===== config.mk =====
export PLATFORM = sky130hd
export DESIGN_NAME = cpu_bus_top
export DESIGN_NICKNAME = d
export VERILOG_FILES = /design/src/rtl/bus_pkg.sv /design/src/rtl/cpu_pkg.sv /design/src/rtl/cpu_alu.sv /design/src/rtl/accum_cpu.sv /design/src/rtl/bus_phase_handler.sv /design/src/rtl/cpu_bus_top.sv
export SDC_FILE = /design/constraint.sdc
export NUM_CORES = 1
export LEC_CHECK = 0
export ABC_AREA = 1
export BUFFER_PORTS_ARGS = -buffer_cell sky130_fd_sc_hd__buf_2
export CAP_MARGIN = 20
export CELL_PAD_IN_SITES_DETAIL_PLACEMENT = 0
export CELL_PAD_IN_SITES_GLOBAL_PLACEMENT = 1
export CORE_MARGIN = 5
export CORE_UTILIZATION = 30
export CTS_CLUSTER_SIZE = 25
export DETAILED_ROUTE_END_ITERATION = 8
export PLACE_DENSITY = 0.66
export REMOVE_ABC_BUFFERS = 1
export SLEW_MARGIN = 25
export SYNTH_ARGS = -nofsm -noshare
export SYNTH_HDL_FRONTEND = slang
export SYNTH_SLANG_ARGS = --single-unit

===== constraint.sdc =====
create_clock -name clk -period 10.9 [get_ports clk]
set_input_delay 0.545 -clock clk [delete_from_list [all_inputs] [get_ports clk]]
set_output_delay 0.545 -clock clk [all_outputs]
set_load 0.03 [all_outputs]

===== src/rtl/bus_pkg.sv =====
/*
 * Pin bus definitions: the transaction the core hands to the bus
 * handler, and the numbering of the ten clock phases of one frame.
 */

`default_nettype none

package bus_pkg;

  // one complete transaction, carried by one frame
  typedef struct packed {
    logic [31:0] addr;
    logic [31:0] wdata;
    logic        write;
  } bus_req_t;

  typedef logic [3:0] bus_phase_t; // 0 to 9

  localparam bus_phase_t PH_STEP       = 4'd0; // core steps here
  localparam bus_phase_t PH_ADDR_FIRST = 4'd1; // address LSB first
  localparam bus_phase_t PH_ADDR_LAST  = 4'd4;
  localparam bus_phase_t PH_FLAG       = 4'd5; // write flag on bit 0
  localparam bus_phase_t PH_READ_FIRST = 4'd6; // read data MSB first
  localparam bus_phase_t PH_READ_LAST  = 4'd9;

  localparam int FRAME_LEN = 10; // clocks per frame

  function automatic bus_req_t read_req(logic [31:0] addr);
    return '{addr: addr, wdata: 32'h0, write: 1'b0};
  endfunction

  function automatic bus_req_t write_req(logic [31:0] addr, logic [31:0] wdata);
    return '{addr: addr, wdata: wdata, write: 1'b1};
  endfunction

endpackage

`default_nettype wire


===== src/rtl/cpu_pkg.sv =====
/*
 * Accumulator processor definitions: opcodes, the instruction
 * word layout and the ALU operation codes.
 */

`default_nettype none

package cpu_pkg;

  // codes 11 to 15 are unused and act as no-operation
  typedef enum logic [3:0] {
    OP_LDI  = 4'd0,
    OP_LD   = 4'd1,
    OP_ST   = 4'd2,
    OP_ADD  = 4'd3,
    OP_SUB  = 4'd4,
    OP_AND  = 4'd5,
    OP_OR   = 4'd6,
    OP_XOR  = 4'd7,
    OP_JMP  = 4'd8,
    OP_JZ   = 4'd9,
    OP_HALT = 4'd10
  } opcode_t;

  typedef struct packed {
    opcode_t     op;
    logic [27:0] operand; // immediate or byte address
  } instr_t;

  typedef enum logic [2:0] {
    ALU_PASS = 3'd0, // result is b
    ALU_ADD  = 3'd1,
    ALU_SUB  = 3'd2, // a - b
    ALU_AND  = 3'd3,
    ALU_OR   = 3'd4,
    ALU_XOR  = 3'd5
  } alu_op_t;

  // operand widened to a full data word
  function automatic logic [31:0] operand_value(instr_t instr);
    return {4'h0, instr.operand};
  endfunction

  // ALU operation used in the execute step of a memory opcode
  function automatic alu_op_t alu_op_of(opcode_t op);
    case (op)
      OP_ADD:  return ALU_ADD;
      OP_SUB:  return ALU_SUB;
      OP_AND:  return ALU_AND;
      OP_OR:   return ALU_OR;
      OP_XOR:  return ALU_XOR;
      default: return ALU_PASS; // LD and the rest
    endcase
  endfunction

endpackage

`default_nettype wire


===== src/rtl/cpu_alu.sv =====
/*
 * Accumulator ALU. Purely combinational; wrapping add and
 * subtract, bitwise logic, pass-through of b, and a zero flag.
 */

`default_nettype none

module cpu_alu
  import cpu_pkg::*;
(
  input  logic [31:0] a,
  input  logic [31:0] b,
  input  alu_op_t     op,
  output logic [31:0] res,
  output logic        zero
);

  always_comb begin
    case (op)
      ALU_PASS: begin
        res = b;
      end
      ALU_ADD: begin
        res = a + b; // wraps at 32 bits
      end
      ALU_SUB: begin
        res = a - b;
      end
      ALU_AND: begin
        res = a & b;
      end
      ALU_OR: begin
        res = a | b;
      end
      ALU_XOR: begin
        res = a ^ b;
      end
      default: begin
        res = b; // unused codes behave like pass
      end
    endcase
  end

  // the core reads this in fetch for JZ
  assign zero = (res == 32'h0);

endmodule

`default_nettype wire


===== src/rtl/accum_cpu.sv =====
/*
 * Two-state accumulator core. Steps once per bus frame: a fetch
 * step decodes the word just read, an execute step finishes a
 * memory operation. Each step registers the request for the next
 * frame.
 */

`default_nettype none

module accum_cpu
  import bus_pkg::*;
  import cpu_pkg::*;
#(
  parameter logic [31:0] RESET_PC = 32'h0
) (
  input  logic        clk,
  input  logic        arst_n,
  input  logic        step,
  input  logic [31:0] rdata,
  input  logic [31:0] alu_res,
  input  logic        alu_zero,
  output bus_req_t    req,
  output logic [31:0] alu_a,
  output logic [31:0] alu_b,
  output alu_op_t     alu_op
);

  typedef enum logic {
    FETCH,
    EXEC
  } state_t;

  state_t      state;
  logic        halted;
  logic [31:0] acc;
  logic [31:0] pc;
  instr_t      ir;      // instruction waiting for its operand
  instr_t      fetched;
  logic [31:0] opnd;
  logic [31:0] pc_inc;

  assign fetched = instr_t'(rdata);
  assign opnd    = operand_value(fetched);
  assign pc_inc  = pc + 32'd4;

  // in fetch the ALU passes acc through, so alu_zero tests acc for JZ
  assign alu_a  = acc;
  assign alu_b  = (state == EXEC) ? rdata : acc;
  assign alu_op = (state == EXEC) ? alu_op_of(ir.op) : ALU_PASS;

  always_ff @(posedge clk or negedge arst_n) begin
    if (!arst_n) begin
      state  <= FETCH;
      halted <= 1'b0;
      acc    <= 32'h0;
      pc     <= RESET_PC;
      ir     <= '0;
      req    <= read_req(RESET_PC); // first frame fetches at once
    end else if (step && !halted) begin
      if (state == FETCH) begin
        case (fetched.op)
          OP_LDI: begin
            acc <= opnd;
            pc  <= pc_inc;
            req <= read_req(pc_inc);
          end
          OP_LD, OP_ADD, OP_SUB, OP_AND, OP_OR, OP_XOR: begin
            ir    <= fetched;
            state <= EXEC;
            req   <= read_req(opnd); // operand word arrives next step
          end
          OP_ST: begin
            ir    <= fetched;
            state <= EXEC;
            req   <= write_req(opnd, acc);
          end
          OP_JMP: begin
            pc  <= opnd;
            req <= read_req(opnd);
          end
          OP_JZ: begin
            if (alu_zero) begin
              pc  <= opnd;
              req <= read_req(opnd);
            end else begin
              pc  <= pc_inc;
              req <= read_req(pc_inc);
            end
          end
          OP_HALT: begin
            halted <= 1'b1;
            req    <= read_req(pc); // same fetch repeats from here on
          end
          default: begin
            pc  <= pc_inc; // no-operation
            req <= read_req(pc_inc);
          end
        endcase
      end else begin
        if (ir.op != OP_ST) begin
          acc <= alu_res;
        end
        pc    <= pc_inc;
        state <= FETCH;
        req   <= read_req(pc_inc);
      end
    end
  end

endmodule

`default_nettype wire


===== src/rtl/bus_phase_handler.sv =====
/*
 * Pin bus handler. Runs the ten-phase frame: address bytes out,
 * write flag, four read bytes in, then a one-clock step strobe
 * for the core.
 */

`default_nettype none

module bus_phase_handler
  import bus_pkg::*;
(
  input  logic        clk,
  input  logic        arst_n,
  input  bus_req_t    req,
  input  logic [7:0]  uio_in,
  output logic        step,
  output logic [31:0] rdata,
  output logic [7:0]  uo_out,
  output logic [7:0]  uio_out,
  output logic [7:0]  uio_oe
);

  bus_phase_t       phase;
  logic [3:0][7:0]  rd_q;     // gathered read word
  logic [3:0][7:0]  addr_b;
  logic [3:0][7:0]  wdata_b;
  logic             in_addr;
  logic             in_read;
  logic [1:0]       out_sel;  // byte on the pins in phases 1-4
  logic [1:0]       rd_sel;   // byte filled in phases 6-9

  assign addr_b  = req.addr;
  assign wdata_b = req.wdata;

  assign in_addr = (phase >= PH_ADDR_FIRST) && (phase <= PH_ADDR_LAST);
  assign in_read = (phase >= PH_READ_FIRST) && (phase <= PH_READ_LAST);
  assign out_sel = 2'(phase - PH_ADDR_FIRST);
  assign rd_sel  = 2'(PH_READ_LAST - phase); // phase 6 fills the MSB

  // phase counter, starts mid-frame so the first request goes out at once
  always_ff @(posedge clk or negedge arst_n) begin
    if (!arst_n) begin
      phase <= PH_ADDR_FIRST;
    end else if (phase == PH_READ_LAST) begin
      phase <= PH_STEP;
    end else begin
      phase <= phase + 4'd1;
    end
  end

  always_ff @(posedge clk or negedge arst_n) begin
    if (!arst_n) begin
      rd_q <= '0;
    end else if (in_read) begin
      rd_q[rd_sel] <= uio_in;
    end
  end

  assign step  = (phase == PH_STEP);
  assign rdata = rd_q;

  always_comb begin
    uo_out  = 8'h00;
    uio_out = 8'h00;
    if (arst_n && in_addr) begin // quiet while reset is held
      uo_out = addr_b[out_sel];
      if (req.write) begin
        uio_out = wdata_b[out_sel];
      end
    end else if (phase == PH_FLAG) begin
      uo_out = {7'h00, req.write};
    end
  end

  // bidirectional pins drive only on write frames
  assign uio_oe = {8{req.write}};

endmodule

`default_nettype wire


===== src/rtl/cpu_bus_top.sv =====
/*
 * Top level. Accumulator core, its ALU and the pin bus handler,
 * wired to the 8-bit pin interface.
 */

`default_nettype none

module cpu_bus_top
  import bus_pkg::*;
  import cpu_pkg::*;
#(
  parameter logic [31:0] RESET_PC = 32'h0 // first fetch address
) (
  input  logic       clk,
  input  logic       arst_n,
  input  logic [7:0] uio_in,
  output logic [7:0] uo_out,
  output logic [7:0] uio_out,
  output logic [7:0] uio_oe
);

  bus_req_t    req;
  logic        step;
  logic [31:0] rdata;
  logic [31:0] alu_a;
  logic [31:0] alu_b;
  logic [31:0] alu_res;
  logic        alu_zero;
  alu_op_t     alu_op;

  accum_cpu #(
    .RESET_PC(RESET_PC)
  ) u_cpu (
    .clk      (clk),
    .arst_n   (arst_n),
    .step     (step),
    .rdata    (rdata),
    .alu_res  (alu_res),
    .alu_zero (alu_zero),
    .req      (req),
    .alu_a    (alu_a),
    .alu_b    (alu_b),
    .alu_op   (alu_op)
  );

  cpu_alu u_alu (
    .a    (alu_a),
    .b    (alu_b),
    .op   (alu_op),
    .res  (alu_res),
    .zero (alu_zero)
  );

  bus_phase_handler u_bus (
    .clk     (clk),
    .arst_n  (arst_n),
    .req     (req),
    .uio_in  (uio_in),
    .step    (step),
    .rdata   (rdata),
    .uo_out  (uo_out),
    .uio_out (uio_out),
    .uio_oe  (uio_oe)
  );

endmodule

`default_nettype wire


==> flow_summary.json <==
{
  "run_status": "finished, final reports clean",
  "maxCapViolCount": 0,
  "min_period_over_period_pct": 59.2,
  "ctsLongestPathBuffers": 2,
  "synth_top_area_share_pct": 27.5,
  "initialDrtViolationCount": 1321,
  "p_sw_share_pct": 46.5,
  "cts_setup_buffers": 0,
  "portBuffers": 33,
  "pwr-share-clk_pct": 22.8,
  "grt_pass1_vias": 15200,
  "cp_common_cell": "nand2_1",
  "synth.distinct_cells": 50,
  "ant_nets": 0,
  "hold_viol": 0,
  "yosys_register_bits": 171,
  "seq_power_share_pct": 32.0,
  "fp-row-count": 83,
  "via_per_inst": 5.18,
  "setup_tns_ns": 0,
  "max-slew-margin-rel_pct": 33.3,
  "critPathSlowestCell": "dfrtp_4",
  "num_vias": 15800,
  "cts-resized-gates": 0,
  "netlist_area_um2": 15500,
  "p_int_w": 0.00140,
  "powerDensity_nw_per_um2": 157,
  "place_congestion": 0.879,
  "wire_per_inst_um": 19.1,
  "antenna_found_initial": 0,
  "pre_cts_ws_ns": 4.51,
  "drv_slew": 0,
  "critical_path_class": "reg -> reg",
  "grt_pass1_wl_mm": 89.8,
  "drive_gt1_share_pct": 5.83,
  "gr-total-overflow": 0,
  "critPathLaunch": "u_cpu.state",
  "die_x_um": 237,
  "area_growth_pct": 7.56,
  "ios": 34,
  "reg2reg_slack_ns": 4.45,
  "rr_worst_depth": 31,
  "avgSynthCellArea_um2": 6.47,
  "startpoint_type": "register",
  "drc": 0,
  "core-area_um2": 51200,
  "dieArea_um2": 56200,
  "clkSinkCount": 171,
  "die_h_um": 237,
  "rsz0062_at_grt": "false",
  "nets": 2468,
  "setup_violations": 0,
  "hold_buffers": 0,
  "min_period_ns": 6.45,
  "crit_cells": 31,
  "power_leakage_nw": 8.24,
  "seq_area_frac_synth_pct": 27.7,
  "clock.fmax_ghz": 0.155,
  "clkLatencyLatePin_ns": 0.45,
  "dp_hpwl_mm": 42.8,
  "synth_warnings": 0,
  "htreeDepth": 4,
  "tritoncts": "done",
  "tightest_slew_ns": 0.999,
  "p_switching_w": 0.00122,
  "dr.pass1.iters": 6,
  "drt_wl_total_mm": 58.3,
  "yosys.area.top_type": "dfrtp_1",
  "path_delay_family": "simple AND/OR/NAND/NOR gates",
  "track_usage_pct": 20.3,
  "grt_max_degree": 71,
  "ir_worst_vdd_mv": 0.0922,
  "crit_arrival_ns": 6.79,
  "cp_data_required_time_ns": 11.23,
  "setup_ws_ns": 4.45,
  "diodes": 0,
  "path_clk_slew_ns": 0.07,
  "power_frac_comb_pct": 45.3,
  "slowest_delay_ns": 0.93,
  "numCtsBuffers": 17,
  "end_kind": "register",
  "syn_inst": 2391,
  "r2r_end": "u_cpu.pc[1]",
  "path_buf_inv": 3,
  "min_path_type": "in -> async",
  "cts_root_buf": "clkbuf_16",
  "yosys-top-cells-area": "dfrtp_1 27%, nand2_1 17%, ha_1 8.2%, inv_1 7.2%, o21ai_0 5.6%",
  "start_util_pct": 30.2,
  "finClkSkew_ns": 0.0119,
  "critPathMaxFanout": 66,
  "regToRegStartpoint": "u_cpu.state"
}
==> power by group through the flow <==
stage	combinational (W)	sequential, W	clock (W)
global placement	0.00116	0.000844	0
detailed placement	0.00118	0.000844	0
global route	0.00136	0.000848	0.000635
CTS	0.00118	0.000833	0.000609
floorplan	0.000860	0.000802	0
finish	0.00119	0.000837	0.000597
==> stage by stage <==
stage                     total power, W  area, um^2  utilization (%)  instances  hold WS, ns
after global placement           0.00201       16100             31.4       3016        0.455
after CTS                        0.00263       16600             32.5       3048        0.148
after global routing             0.00284       16600             32.5       3048        0.174
after floorplan                  0.00166       14900                -       2288        0.249
after detailed placement         0.00202       16100             31.4       3016        0.460
final                            0.00262       16600             32.5       3048        0.123
==> worst max path at each step <==
stage                          endpoint  slack [ns]
after detailed placement    u_cpu.pc[1]        4.51
after CTS                   u_cpu.pc[1]        4.48
after global routing        u_cpu.pc[0]        3.92
after global placement    u_cpu.req[34]        4.59
final                       u_cpu.pc[1]        4.45
after floorplan             u_cpu.pc[0]        4.20
==> logic make-up after synthesis <==
group | count (synthesis) | synth area share, %
AND/OR/NAND/NOR | 1192 | 32.9
AO/OA/AOI/OAI | 468 | 17.3
buffers and inverters | 407 | 10.9
flip-flops | 171 | 27.7
adder cells (fa/ha/maj) | 103 | 8.38
XOR/XNOR | 50 | 2.83
==> final cells by class <==
type	instances	area [um^2]
sequential	171	4280
clock inverter	14	113
timing repair buffer	48	284
inverter	304	1140
tap	680	851
clock buffer	18	429
fill	5610	34600
multi-input combinational	1813	9540
==> placed cells by master, fill, tap and decap left out, drive strengths merged, types with 2 or more instances in the layout <==
cell	Yosys	layout
or2	6	6
nand3	148	148
inv	302	307
nand3b	40	40
clkinv	2	6
clkbuf	63	18
o21a	2	2
nor4	6	6
nand4	34	34
clkinvlp	0	5
xnor2	4	4
a221oi	35	35
dfrtp	170	170
a21oi	132	132
ha	102	102
nor3	22	22
o211ai	24	24
o22ai	41	41
o221ai	2	2
o21bai	7	7
xor2	46	46
buf	40	48
a211oi	12	12
a31oi	3	3
nor2	199	199
nand2	734	734
o21ai	209	209
==> cells in the mapped netlist, drive strengths merged <==
cell,n
nand2,734
inv,302
o21ai,209
nor2,199
dfrtp,170
nand3,148
a21oi,132
ha,102
clkbuf,63
xor2,46
o22ai,41
buf,40
nand3b,40
a221oi,35
nand4,34
o211ai,24
nor3,22
a211oi,12
o21bai,7
nor4,6
or2,6
xnor2,4
a31oi,3
clkinv,2
o21a,2
o221ai,2
a41oi,1
and2,1
and3,1
dfstp,1
fa,1
or3,1
==> layer usage <==
metal	vias to the layer above	wire length [um]	track usage, %
li1	7766	-	-
met1	7549	26900	27.1
met2	376	27300	34.3
met3	84	1970	1.70
met4	0	2030	7.66
met5	-	0	0
==> state kept, by name (all words and copies together) (netlist names) <==
signal / cells
u_cpu.alu_a: 32
u_cpu.pc: 32
u_cpu.halted: 1
u_cpu.ir: 4
u_cpu.req: 65
u_cpu.state: 1
u_bus.phase: 4
u_bus.rdata: 32
No activity file was read; power rests on OpenSTA's default activity.
